$ cat src/source/pkt_axis_pkg.sv
/*
 * Widths, metadata types and Wishbone register map shared by the bridge and its testbench.
 * Beat width is fixed at DATA_BYTE_WID bytes. No other widths are supported.
 */
package pkt_axis_pkg;

    // Beat geometry
    localparam int DATA_BYTE_WID = 8;
    localparam int MTY_WID       = $clog2(DATA_BYTE_WID);

    // Stream metadata widths
    localparam int TID_WID   = 4;
    localparam int TDEST_WID = 4;
    localparam int TUSER_WID = 8;

    // Completed packets, wraps at full scale
    localparam int PKT_CNT_WID = 16;

    // Wishbone word address width
    localparam int WB_ADR_WID = 2;

    typedef logic [TID_WID-1:0]   tid_t;
    typedef logic [TDEST_WID-1:0] tdest_t;
    typedef logic [TUSER_WID-1:0] tuser_t;

    // Register map, word addressed
    // REG_PKT_CNT reads the counter, any write clears it
    typedef enum logic [WB_ADR_WID-1:0] {
        REG_TID     = 2'd0,
        REG_TDEST   = 2'd1,
        REG_TUSER   = 2'd2,
        REG_PKT_CNT = 2'd3
    } meta_reg_e;

endpackage : pkt_axis_pkg

$ cat src/source/axis_bus.sv
/*
 * Internal AXI-Stream path, little-endian, no tstrb.
 * Transfer happens on an edge with tvalid and tready both high.
 */
`timescale 1ns/1ps

interface axis_bus;

    logic                                     tvalid;
    logic                                     tready;
    logic [pkt_axis_pkg::DATA_BYTE_WID*8-1:0] tdata;
    logic [pkt_axis_pkg::DATA_BYTE_WID-1:0]   tkeep;
    logic                                     tlast;
    pkt_axis_pkg::tid_t                       tid;
    pkt_axis_pkg::tdest_t                     tdest;
    pkt_axis_pkg::tuser_t                     tuser;

    modport tx (
        output tvalid,
        output tdata,
        output tkeep,
        output tlast,
        output tid,
        output tdest,
        output tuser,
        input  tready
    );

    modport rx (
        input  tvalid,
        input  tdata,
        input  tkeep,
        input  tlast,
        input  tid,
        input  tdest,
        input  tuser,
        output tready
    );

endinterface : axis_bus

$ cat src/source/packet_bus.sv
/*
 * Big-endian packet beat path. Byte 0 of data is the most significant byte.
 * mty counts unused bytes at the low end and is only meaningful with eop.
 */
`timescale 1ns/1ps

interface packet_bus;

    logic                                     valid;
    logic                                     rdy;
    logic [pkt_axis_pkg::DATA_BYTE_WID*8-1:0] data;
    logic                                     eop;
    logic [pkt_axis_pkg::MTY_WID-1:0]         mty;

    // Beat producer
    modport source (
        output valid,
        output data,
        output eop,
        output mty,
        input  rdy
    );

    // Beat consumer
    modport sink (
        input  valid,
        input  data,
        input  eop,
        input  mty,
        output rdy
    );

endinterface : packet_bus

$ cat src/source/axis_from_packet_adapter.sv
/*
 * One register stage from big-endian packet beats to little-endian AXI-Stream.
 * The stage never stalls. Downstream must take every registered beat (see skid buffer).
 */
`timescale 1ns/1ps

module axis_from_packet_adapter (
    input  logic                 __axis_if,
    input  logic                 arst_n,
    packet_bus.sink              pkt,
    axis_bus.tx                  axis,
    input  pkt_axis_pkg::tid_t   tid,
    input  pkt_axis_pkg::tdest_t tdest,
    input  pkt_axis_pkg::tuser_t tuser
);

    logic pkt_xfer;

    // Keep the lowest DATA_BYTE_WID - mty bytes
    function automatic logic [pkt_axis_pkg::DATA_BYTE_WID-1:0] mty_to_tkeep(
        input logic [pkt_axis_pkg::MTY_WID-1:0] mty
    );
        logic [pkt_axis_pkg::DATA_BYTE_WID-1:0] keep;
        for (int i = 0; i < pkt_axis_pkg::DATA_BYTE_WID; i++) begin
            keep[i] = (i < (pkt_axis_pkg::DATA_BYTE_WID - int'(mty)));
        end
        return keep;
    endfunction

    // Ready comes straight from the skid buffer, which reserves room for our beat
    assign pkt.rdy  = axis.tready;
    assign pkt_xfer = pkt.valid && pkt.rdy;

    // tvalid lasts exactly one cycle per accepted beat
    always_ff @(posedge __axis_if or negedge arst_n) begin
        if (!arst_n) begin
            axis.tvalid <= 1'b0;
        end else begin
            axis.tvalid <= pkt_xfer;
        end
    end

    // Payload and metadata sampled together with the beat
    always_ff @(posedge __axis_if) begin
        if (pkt_xfer) begin
            axis.tdata <= {<<8{pkt.data}};
            axis.tkeep <= pkt.eop ? mty_to_tkeep(pkt.mty) : '1;
            axis.tlast <= pkt.eop;
            axis.tid   <= tid;
            axis.tdest <= tdest;
            axis.tuser <= tuser;
        end
    end

    a_mty_only_on_eop : assert property (
        @(posedge __axis_if) disable iff (!arst_n)
        (pkt.valid && !pkt.eop) |-> (pkt.mty == '0)
    );

endmodule : axis_from_packet_adapter

$ cat src/source/axis_meta_regs.sv
/*
 * Wishbone classic slave, ack one cycle after the strobe is seen, one ack per strobe.
 * Master must hold cyc, stb, adr and data until ack. Only the low bits of dat_w are used.
 */
`timescale 1ns/1ps

module axis_meta_regs (
    input  logic                    __axis_if,
    input  logic                    arst_n,
    input  logic                    wb_cyc,
    input  logic                    wb_stb,
    input  logic                    wb_we,
    input  pkt_axis_pkg::meta_reg_e wb_adr,
    input  logic [31:0]             wb_dat_w,
    output logic [31:0]             wb_dat_r,
    output logic                    wb_ack,
    output pkt_axis_pkg::tid_t      tid,
    output pkt_axis_pkg::tdest_t    tdest,
    output pkt_axis_pkg::tuser_t    tuser,
    input  logic                    pkt_done
);

    logic                                 wb_req;
    logic                                 cnt_clr;
    logic [pkt_axis_pkg::PKT_CNT_WID-1:0] pkt_cnt;

    // New access this cycle; the ack term keeps a held strobe from acking twice
    assign wb_req  = wb_cyc && wb_stb && !wb_ack;
    assign cnt_clr = wb_req && wb_we && (wb_adr == pkt_axis_pkg::REG_PKT_CNT);

    always_ff @(posedge __axis_if or negedge arst_n) begin
        if (!arst_n) begin
            wb_ack <= 1'b0;
            tid    <= '0;
            tdest  <= '0;
            tuser  <= '0;
        end else begin
            wb_ack <= wb_req;
            if (wb_req && wb_we) begin
                case (wb_adr)
                    pkt_axis_pkg::REG_TID:   tid   <= wb_dat_w[pkt_axis_pkg::TID_WID-1:0];
                    pkt_axis_pkg::REG_TDEST: tdest <= wb_dat_w[pkt_axis_pkg::TDEST_WID-1:0];
                    pkt_axis_pkg::REG_TUSER: tuser <= wb_dat_w[pkt_axis_pkg::TUSER_WID-1:0];
                    default: ;
                endcase
            end
        end
    end

    // Clear wins over a packet finishing on the same edge
    always_ff @(posedge __axis_if or negedge arst_n) begin
        if (!arst_n) begin
            pkt_cnt <= '0;
        end else if (cnt_clr) begin
            pkt_cnt <= '0;
        end else if (pkt_done) begin
            pkt_cnt <= pkt_cnt + 1'b1;
        end
    end

    // Read data captured with the edge that raises ack
    always_ff @(posedge __axis_if) begin
        if (wb_req) begin
            case (wb_adr)
                pkt_axis_pkg::REG_TID:     wb_dat_r <= 32'(tid);
                pkt_axis_pkg::REG_TDEST:   wb_dat_r <= 32'(tdest);
                pkt_axis_pkg::REG_TUSER:   wb_dat_r <= 32'(tuser);
                pkt_axis_pkg::REG_PKT_CNT: wb_dat_r <= 32'(pkt_cnt);
                default:                   wb_dat_r <= '0;
            endcase
        end
    end

    // Master holds the request through the ack cycle
    a_req_held : assert property (
        @(posedge __axis_if) disable iff (!arst_n)
        wb_req |=> (wb_cyc && wb_stb && $stable(wb_adr) && $stable(wb_we))
    );

endmodule : axis_meta_regs

$ cat src/source/axis_packet_bridge.sv
/*
 * Packet to AXI-Stream egress bridge with Wishbone metadata registers.
 * Single clock domain. No packet error handling and no tstrb.
 */
`timescale 1ns/1ps

module axis_packet_bridge (
    input  logic                                     __axis_if,
    input  logic                                     arst_n,
    input  logic                                     wb_cyc,
    input  logic                                     wb_stb,
    input  logic                                     wb_we,
    input  logic [pkt_axis_pkg::WB_ADR_WID-1:0]      wb_adr,
    input  logic [31:0]                              wb_dat_w,
    output logic [31:0]                              wb_dat_r,
    output logic                                     wb_ack,
    input  logic                                     pkt_valid,
    output logic                                     pkt_rdy,
    input  logic [pkt_axis_pkg::DATA_BYTE_WID*8-1:0] pkt_data,
    input  logic                                     pkt_eop,
    input  logic [pkt_axis_pkg::MTY_WID-1:0]         pkt_mty,
    output logic                                     axis_tvalid,
    input  logic                                     axis_tready,
    output logic [pkt_axis_pkg::DATA_BYTE_WID*8-1:0] axis_tdata,
    output logic [pkt_axis_pkg::DATA_BYTE_WID-1:0]   axis_tkeep,
    output logic                                     axis_tlast,
    output pkt_axis_pkg::tid_t                       axis_tid,
    output pkt_axis_pkg::tdest_t                     axis_tdest,
    output pkt_axis_pkg::tuser_t                     axis_tuser
);

    packet_bus pkt_bus ();
    axis_bus   adp_axis ();
    axis_bus   out_axis ();

    pkt_axis_pkg::tid_t   meta_tid;
    pkt_axis_pkg::tdest_t meta_tdest;
    pkt_axis_pkg::tuser_t meta_tuser;
    logic                 pkt_done;

    assign pkt_bus.valid = pkt_valid;
    assign pkt_bus.data  = pkt_data;
    assign pkt_bus.eop   = pkt_eop;
    assign pkt_bus.mty   = pkt_mty;
    assign pkt_rdy       = pkt_bus.rdy;

    assign axis_tvalid     = out_axis.tvalid;
    assign out_axis.tready = axis_tready;
    assign axis_tdata      = out_axis.tdata;
    assign axis_tkeep      = out_axis.tkeep;
    assign axis_tlast      = out_axis.tlast;
    assign axis_tid        = out_axis.tid;
    assign axis_tdest      = out_axis.tdest;
    assign axis_tuser      = out_axis.tuser;

    // A packet counts once its last beat leaves the bridge
    assign pkt_done = axis_tvalid && axis_tready && axis_tlast;

    axis_meta_regs axis_meta_regs_inst (
        .__axis_if (__axis_if),
        .arst_n    (arst_n),
        .wb_cyc    (wb_cyc),
        .wb_stb    (wb_stb),
        .wb_we     (wb_we),
        .wb_adr    (pkt_axis_pkg::meta_reg_e'(wb_adr)),
        .wb_dat_w  (wb_dat_w),
        .wb_dat_r  (wb_dat_r),
        .wb_ack    (wb_ack),
        .tid       (meta_tid),
        .tdest     (meta_tdest),
        .tuser     (meta_tuser),
        .pkt_done  (pkt_done)
    );

    axis_from_packet_adapter axis_from_packet_adapter_inst (
        .__axis_if (__axis_if),
        .arst_n    (arst_n),
        .pkt       (pkt_bus.sink),
        .axis      (adp_axis.tx),
        .tid       (meta_tid),
        .tdest     (meta_tdest),
        .tuser     (meta_tuser)
    );

    axis_skid_buffer axis_skid_buffer_inst (
        .__axis_if (__axis_if),
        .arst_n    (arst_n),
        .axis_in   (adp_axis.rx),
        .axis_out  (out_axis.tx)
    );

endmodule : axis_packet_bridge

$ cat src/source/axis_skid_buffer.sv
/*
 * Two-entry FIFO behind the adapter stage. Input tvalid is written unconditionally,
 * so tready is held low whenever the in-flight beat could fill the last entry.
 */
`timescale 1ns/1ps

module axis_skid_buffer (
    input  logic __axis_if,
    input  logic arst_n,
    axis_bus.rx  axis_in,
    axis_bus.tx  axis_out
);

    logic [pkt_axis_pkg::DATA_BYTE_WID*8-1:0] tdata_mem [2];
    logic [pkt_axis_pkg::DATA_BYTE_WID-1:0]   tkeep_mem [2];
    logic                                     tlast_mem [2];
    pkt_axis_pkg::tid_t                       tid_mem   [2];
    pkt_axis_pkg::tdest_t                     tdest_mem [2];
    pkt_axis_pkg::tuser_t                     tuser_mem [2];

    logic       wr_ptr;
    logic       rd_ptr;
    logic [1:0] count;
    logic [2:0] fill;
    logic       rdy_en;
    logic       wr;
    logic       pop;

    // Adapter beats cannot wait, so any valid is a write
    assign wr  = axis_in.tvalid;
    assign pop = axis_out.tvalid && axis_out.tready;

    // Stored entries plus the beat arriving now
    assign fill           = {1'b0, count} + {2'b00, axis_in.tvalid};
    assign axis_in.tready = rdy_en && (fill < 3'd2);

    // Holds ready low for the first cycle out of reset
    always_ff @(posedge __axis_if or negedge arst_n) begin
        if (!arst_n) begin
            rdy_en <= 1'b0;
            wr_ptr <= 1'b0;
            rd_ptr <= 1'b0;
            count  <= 2'd0;
        end else begin
            rdy_en <= 1'b1;
            if (wr) wr_ptr <= ~wr_ptr;
            if (pop) rd_ptr <= ~rd_ptr;
            case ({wr, pop})
                2'b10:   count <= count + 2'd1;
                2'b01:   count <= count - 2'd1;
                default: count <= count;
            endcase
        end
    end

    always_ff @(posedge __axis_if) begin
        if (wr) begin
            tdata_mem[wr_ptr] <= axis_in.tdata;
            tkeep_mem[wr_ptr] <= axis_in.tkeep;
            tlast_mem[wr_ptr] <= axis_in.tlast;
            tid_mem[wr_ptr]   <= axis_in.tid;
            tdest_mem[wr_ptr] <= axis_in.tdest;
            tuser_mem[wr_ptr] <= axis_in.tuser;
        end
    end

    // Head entry, stable until popped
    assign axis_out.tvalid = (count != 2'd0);
    assign axis_out.tdata  = tdata_mem[rd_ptr];
    assign axis_out.tkeep  = tkeep_mem[rd_ptr];
    assign axis_out.tlast  = tlast_mem[rd_ptr];
    assign axis_out.tid    = tid_mem[rd_ptr];
    assign axis_out.tdest  = tdest_mem[rd_ptr];
    assign axis_out.tuser  = tuser_mem[rd_ptr];

    a_no_overflow : assert property (
        @(posedge __axis_if) disable iff (!arst_n) !(wr && (count == 2'd2) && !pop)
    );

endmodule : axis_skid_buffer

$ cat config.mk
export PLATFORM = sky130hd
export DESIGN_NAME = axis_packet_bridge
export DESIGN_NICKNAME = d
export VERILOG_FILES = /design/src/source/pkt_axis_pkg.sv /design/src/source/axis_bus.sv /design/src/source/packet_bus.sv /design/src/source/axis_from_packet_adapter.sv /design/src/source/axis_meta_regs.sv /design/src/source/axis_packet_bridge.sv /design/src/source/axis_skid_buffer.sv
export SDC_FILE = /design/constraint.sdc
export NUM_CORES = 1
export LEC_CHECK = 0
export BUFFER_PORTS_ARGS = -buffer_cell sky130_fd_sc_hd__buf_2
export CAP_MARGIN = 20
export CORE_ASPECT_RATIO = 1.1
export CORE_MARGIN = 3
export CORE_UTILIZATION = 45
export CTS_CLUSTER_DIAMETER = 60
export CTS_CLUSTER_SIZE = 25
export DETAILED_ROUTE_END_ITERATION = 8
export PLACE_DENSITY = 0.67
export SLEW_MARGIN = 20
export SYNTH_ARGS = -nofsm -noshare
export SYNTH_HDL_FRONTEND = slang
export SYNTH_SLANG_ARGS = --single-unit
$ cat constraint.sdc
create_clock -name __axis_if -period 6.7 [get_ports __axis_if]
set_clock_uncertainty 0.2 [all_clocks]
set_input_delay 0.67 -clock __axis_if [delete_from_list [all_inputs] [get_ports __axis_if]]
set_output_delay 0.67 -clock __axis_if [all_outputs]
set_load 0.1 [all_outputs]
* After elaboration in Yosys (flattened, before gate mapping)
Memory sizes are Yosys's and may differ from the RTL's.
Cells that the tools add are included.
** Storage, ports and cells
- Bits in registers :: 160
- RAM bits :: 178
- Bits of input ports :: 109
- Memories kept :: 6
** Memory list
- axis_skid_buffer_inst.tdata_mem :: words 2, bits a word 64, rd ports 1, clocked after memory_dff 0, write ports 1, line axis_skid_buffer.sv:14 : logic [pkt_axis_pkg::DATA_BYTE_WID*8-1:0] tdata_mem [2];
- axis_skid_buffer_inst.tkeep_mem :: words 2, bits a word 8, rd ports 1, clocked after memory_dff 0, write ports 1, line axis_skid_buffer.sv:15 : logic [pkt_axis_pkg::DATA_BYTE_WID-1:0] tkeep_mem [2];
- axis_skid_buffer_inst.tuser_mem :: words 2, bits a word 8, rd ports 1, clocked after memory_dff 0, write ports 1, line axis_skid_buffer.sv:19 : pkt_axis_pkg::tuser_t tuser_mem [2];
- axis_skid_buffer_inst.tdest_mem :: words 2, bits a word 4, rd ports 1, clocked after memory_dff 0, write ports 1, line axis_skid_buffer.sv:18 : pkt_axis_pkg::tdest_t tdest_mem [2];
- axis_skid_buffer_inst.tid_mem :: words 2, bits a word 4, rd ports 1, clocked after memory_dff 0, write ports 1, line axis_skid_buffer.sv:17 : pkt_axis_pkg::tid_t tid_mem [2];
- axis_skid_buffer_inst.tlast_mem :: words 2, bits a word 1, rd ports 1, clocked after memory_dff 0, write ports 1, line axis_skid_buffer.sv:16 : logic tlast_mem [2];
** Operators by class
- Add/subtract/negate cells :: 5
- Magnitude comparators :: 9
- Equal/unequal tests :: 5
- Multiplexer cells :: 6
- Bitwise gates (word level) :: 2
- Reduce and logical (&&, ||, !) cells :: 16
** Operator list (number)
- 4-bit by 32-bit less-than comparator with 1-bit output (first input constant) :: 4
- 32-bit one-hot mux with 4 select lines :: 1
- 3-bit by 32-bit less-than comparator with 1-bit output (first input constant) :: 2
- 1-bit by 32-bit less-than comparator with 1-bit output (first input constant) :: 1
- 2-bit by 32-bit less-than comparator with 1-bit output (first input constant) :: 1
- 16-bit two-way mux :: 2
- 16-bit by 1-bit adder with 16-bit output (second input constant) :: 1
- 1-bit logical AND :: 8
- 2-bit equality test (second input constant) :: 3
- 2-bit AND reduction :: 3
- 2-bit nonzero test :: 3
- 4-bit by 3-bit subtractor with 5-bit output (first input constant) :: 1
- 2-bit by 1-bit equality test with 1-bit output (second input constant) :: 2
- 2-bit one-hot mux with 2 select lines :: 1
- 2-bit by 1-bit adder with 3-bit output :: 1
- 3-bit by 2-bit less-than comparator with 1-bit output (second input constant) :: 1
- 2-bit by 1-bit adder with 2-bit output (second input constant) :: 1
- 2-bit zero test :: 1
- 1-bit two-way mux :: 2
- 1-bit inverter :: 2
- 2-bit by 1-bit subtractor with 2-bit output (second input constant) :: 1
- 1-bit zero test :: 1

* Depth between registers and ports, before layout
- Depth in word-level cells :: 5
- Depth in mapped cells :: 6
- Gate-level depth less buffers :: 6

* Hierarchy
A second synthesis with hierarchy kept.
** Unflattened totals
- Cells, all modules :: 595
- Area, all modules :: 12264.3 sq um
** By module, submodules not included
- axis_skid_buffer :: instances 1, cells each 297, area an instance 7101.8 sq um, seq. area each 5470.2 sq um
- axis_from_packet_adapter :: instances 1, cells each 119, area an instance 2871.5 sq um, seq. area each 2697.6 sq um
- axis_meta_regs :: instances 1, cells each 178, area an instance 2284.7 sq um, seq. area each 1306.3 sq um
- axis_packet_bridge :: instances 1, cells each 1, area an instance 6.3 sq um, seq. area each 0.0 sq um

* Worst setup path before layout
OpenSTA, ideal clock, no wires.
- Path kind :: reg-to-reg
- From :: register axis_from_packet_adapter_inst.axis.tvalid
- To :: register axis_from_packet_adapter_inst.axis.tdata[0], enable pin
- Arrival :: 5.024 ns
- Required time :: 6.043 ns
- Slack :: 1.020 ns
- Stages on the path, launching flop included :: 3
- Buffers on the path :: 0
- Clock period less this slack :: 5.680 ns
- Path through :: dfrtp_1 -> a211oi_1 -> and2_1
** On the way
- Cells in the longest elaborated chain, start to end :: 4
** Ends and longest elaborated chain
- start, declared :: line axis_bus.sv:19 : output tvalid,
- start signal, assigned :: line axis_from_packet_adapter.sv:39 : axis.tvalid <= pkt_xfer;
- 2-bit by 1-bit adder with 3-bit output :: line axis_skid_buffer.sv:34 : assign fill = {1'b0, count} + {2'b00, axis_in.tvalid};
- 3-bit by 2-bit less-than comparator with 1-bit output :: line axis_skid_buffer.sv:35 : assign axis_in.tready = rdy_en && (fill < 3'd2);
- 1-bit logical AND :: line axis_skid_buffer.sv:35
- net pkt_rdy :: line axis_packet_bridge.sv:18 : output logic pkt_rdy,
- 1-bit logical AND :: line axis_from_packet_adapter.sv:32 : assign pkt_xfer = pkt.valid && pkt.rdy;
- net axis_from_packet_adapter_inst.pkt_xfer :: line axis_from_packet_adapter.sv:17 : logic pkt_xfer;
- end signal, assigned :: line axis_from_packet_adapter.sv:46 : axis.tdata <= {<<8{pkt.data}};
- end, declared :: line axis_bus.sv:20 : output tdata,
The timed path passes the listed nets, and every way through them passes these cells.
A chain may end at the register's enable or synchronous reset.

* Worst setup path in the final report
- From :: register axis_skid_buffer_inst.rd_ptr
- To :: output port axis_tuser[6]
** On the way
- Cells in the longest elaborated chain, start to end :: 1
** Ends and longest elaborated chain
- start, declared :: line axis_skid_buffer.sv:22 : logic rd_ptr;
- start signal, assigned :: line axis_skid_buffer.sv:47 : if (pop) rd_ptr <= ~rd_ptr;
- memory 2 x 8 bit
- end, declared :: line axis_packet_bridge.sv:29 : output pkt_axis_pkg::tuser_t axis_tuser
Every way passes these cells.

==> results.py <==
metrics = {
    "cts": {
        "cts-root-to-sink-buffers": 3,
        "clock_insertion_delay_worst_skew_ps": 530,
        "holdBufCountCts": 0,
        "tritoncts": "built",
        "cts.reportedPaths.clkPinSlew_ps": 90,
        "tritoncts.num_buffers": 23,
        "cts_setup_buffers": 0,
        "cts_root_buffer": "clkbuf_16",
        "ctsHtreeMaxLevel": 1,
        "post_cts_resize_count": 0,
        "cts.sink_count": 322,
    },
    "floorplan": {
        "design.die.area_mm2": 0.02806,
        "chipHeight_um": 175.4,
        "core_region_area_mm2": 0.02549,
        "io-pin-count": 233,
        "starting_density_of_the_core": 0.4605,
        "fp.dieW_um": 160.0,
        "placementRows": 61,
    },
    "synth": {
        "synthCells": 593,
        "synth.yosys.seq_area_share": 0.8071,
        "postSynth.asyncResetShare": 0.1211,
        "number_of_flops_mapped_to_enable_cells_by_yosys": 283,
        "synth.top_cell.area_share": 0.7239,
        "yosysMostFrequentCell": "edfxtp_1",
        "synth.area.top_cells": "edfxtp_1 72%, mux2_2 10%, dfrtp_1 8.3%",
        "synth-main-ff-cell": "edfxtp_1",
        "yosys_register_bits": 322,
        "syn_area_mm2": 0.01174,
        "synth_top_area_cell": "edfxtp_1",
        "yosys_warnings": 0,
        "synth.avg_cell_area_um2": 19.80,
        "synth_cell_types": 34,
        "synth.cells.most_frequent": "283 x edfxtp_1, 104 x mux2_2, 39 x dfrtp_1, 17 x buf_4, 16 x clkbuf_1",
    },
    "setup_path": {
        "critPathLaunchType": "flip-flop",
        "timing.critical_path.to_type": "primary output",
        "arrival_ps": 2810,
        "timing.critical_path.required_ps": 5830,
        "timing.critical_path.fanout_max": 69,
        "timing.setup.critical_path_class": "flip-flop to primary output",
    },
    "power_and_ir_drop": {
        "peakVddDrop_v": 0.0002472,
        "static-leakage-power_nw": 5.089,
        "power_density_mw_per_mm2": 460.4,
        "finalPower_mw": 6.382,
    },
    "drt": {
        "route.antenna.remaining_nets": 0,
        "dr_total_vias": 5723,
        "drt_first_iter_violations": 368,
        "post_drt_wl_per_cell_um": 17.94,
        "totalWireLength_mm": 20.77,
        "vias_per_cell": 4.942,
        "drt_pre_antenna_iters": 4,
        "remaining_drc_errors": 0,
    },
    "global_routing": {
        "grt_antenna_before_repair": 4,
        "grt_pass1_wl_mm": 31.92,
        "grt_max_degree": 70,
        "grt_util_all_layers": 0.1432,
        "grt_overflow": 0,
        "first_global_vias": 5778,
    },
    "sta": {
        "timing.fmax_mhz": 271.8,
        "unrepaired_setup_endpoints_after_global_routing": "no",
        "finalCritPeriodShare": 0.5492,
        "final_max_slew_viol_count": 0,
        "layout_min_cycle_time_ps": 3679,
        "totalNegativeSetupSlack_ps": 0,
        "max-slew-margin-rel": 0.3367,
        "worst_slew_pin_tran_ps": 995.0,
        "final-setup-viol-count": 0,
        "final_hold_viol_count": 0,
        "final.setup.worst_slack_ps": 3021,
        "hold-worst-slack_ps": 62.62,
    },
    "place": {
        "area_post_placement_mm2": 0.01304,
        "detailed_place_hpwl_mm": 12.98,
        "post-place-ws_ps": 3523,
        "routabilityCongestion": 0.7461,
        "placement.io_buffers": 192,
        "placedCellCount": 1116,
    },
    "final_layout": {
        "num_antenna_cells": 0,
        "util_after_layout": 0.5438,
        "flow.area_growth_from_synthesis_pct": 18.10,
        "final_layout_size_suffix_gt1_frac": 0.4310,
        "fill_cells": 2042,
        "finish.net_count": 909,
        "fin_cells": 1158,
        "fin_area_mm2": 0.01386,
    },
    "min_path": {
        "worst_hold_path_type": "primary input to asynchronous set/reset pin",
    },
    "job": {
        "max_cap_viol_count": 0,
    },
    "status": {
        "run_status": "complete, no violations",
    },
}
[kinds of logic (layout without fill, tap and decap cells)]
kind of cell,Yosys count,count (layout),synth area share
fa+ha+maj,5,5,0.005329
buf+inv,44,248,0.02014
flops,322,322,0.8071
mux,113,113,0.1117
simple gates,70,70,0.03368
compound gates,26,26,0.01322
other cells,2,17,0.0006398
xor+xnor,11,11,0.008208
[power by group]
part | switching, mW | total [mW] | internal, mW
clock | 0.772 | 1.51 | 0.736
sequential | 0.120 | 2.58 | 2.46
combinational | 1.86 | 2.29 | 0.434
total | 2.75 | 6.38 | 3.63
[critical path: stages, from the launching register on]
cell and delay [ps]:
dfrtp_4 640, buf_4 790, mux2_2 310, buf_2 440
[layer usage]
layer	share of wire	wire length, um	vias up	global-route usage
li1	-	-	2661	-
met1	0.43	8955	2850	0.1934
met2	0.48	10010	172	0.2372
met3	0.072	1496	32	0.03608
met4	0.013	263	8	0.03255
met5	0.0023	48	-	0
[cells in the final DEF (no fill, tap or decap), types with 6 or more instances in the layout]
cell type,n
edfxtp_1,283
buf_2,192
mux2_2,104
dfrtp_1,38
clkbuf_16,23
conb_1,17
nor2_1,12
a21oi_1,12
and3_1,9
inv_1,9
o31ai_1,9
nand2_1,8
xnor2_1,8
or4_1,8
nand3_1,7
inv_12,6
[area by class of cell]
| class | count | area (um2) | share of cell area |
|---|---|---|---|
| multi-input combinational | 242 | 2097 | 0.1513 |
| clock buffer | 24 | 579.3 | 0.04179 |
| timing repair buffer | 197 | 998.5 | 0.07202 |
| inverter | 9 | 33.78 | 0.002437 |
| sequential | 322 | 9478 | 0.6837 |
| tap | 346 | 432.9 | 0.03123 |
| clock inverter | 18 | 244.0 | 0.01760 |
[registers in the layout, indices dropped and copies added, names as in the netlist]
signal / cells
axis_from_packet_adapter_inst.axis.tdata: 64
axis_from_packet_adapter_inst.axis.tdest: 4
axis_from_packet_adapter_inst.axis.tid: 4
axis_from_packet_adapter_inst.axis.tkeep: 8
axis_from_packet_adapter_inst.axis.tlast: 1
axis_from_packet_adapter_inst.axis.tuser: 8
axis_from_packet_adapter_inst.axis.tvalid: 1
axis_meta_regs_inst.pkt_cnt: 16
axis_meta_regs_inst.tdest: 4
axis_meta_regs_inst.tid: 4
axis_meta_regs_inst.tuser: 8
axis_meta_regs_inst.wb_ack: 1
axis_meta_regs_inst.wb_dat_r: 16
axis_skid_buffer_inst.count: 2
axis_skid_buffer_inst.rd_ptr: 1
axis_skid_buffer_inst.rdy_en: 1
axis_skid_buffer_inst.tdata_mem: 128
axis_skid_buffer_inst.tdest_mem: 8
axis_skid_buffer_inst.tid_mem: 8
axis_skid_buffer_inst.tkeep_mem: 16
axis_skid_buffer_inst.tlast_mem: 2
axis_skid_buffer_inst.tuser_mem: 16
axis_skid_buffer_inst.wr_ptr: 1
[worst paths after layout]
path / startpoint / to / slack (ps) / cells after the start
worst max-delay path: axis_skid_buffer_inst.rd_ptr / axis_tuser[6] / 3020 / 3
worst min-delay path: arst_n / axis_meta_regs_inst.pkt_cnt[1] / 60 / 1
worst max register to register: axis_from_packet_adapter_inst.axis.tvalid / axis_skid_buffer_inst.tdata_mem[0][13] / 4080 / 3
worst min register to register: axis_from_packet_adapter_inst.axis.tdata[26] / axis_skid_buffer_inst.tdata_mem[1][26] / 240 / 0
max in group asynchronous: arst_n / axis_skid_buffer_inst.rd_ptr / 5590 / 1
min in group __axis_if: pkt_data[48] / axis_from_packet_adapter_inst.axis.tdata[8] / 100 / 1
(Power assumes the default switching activity.)
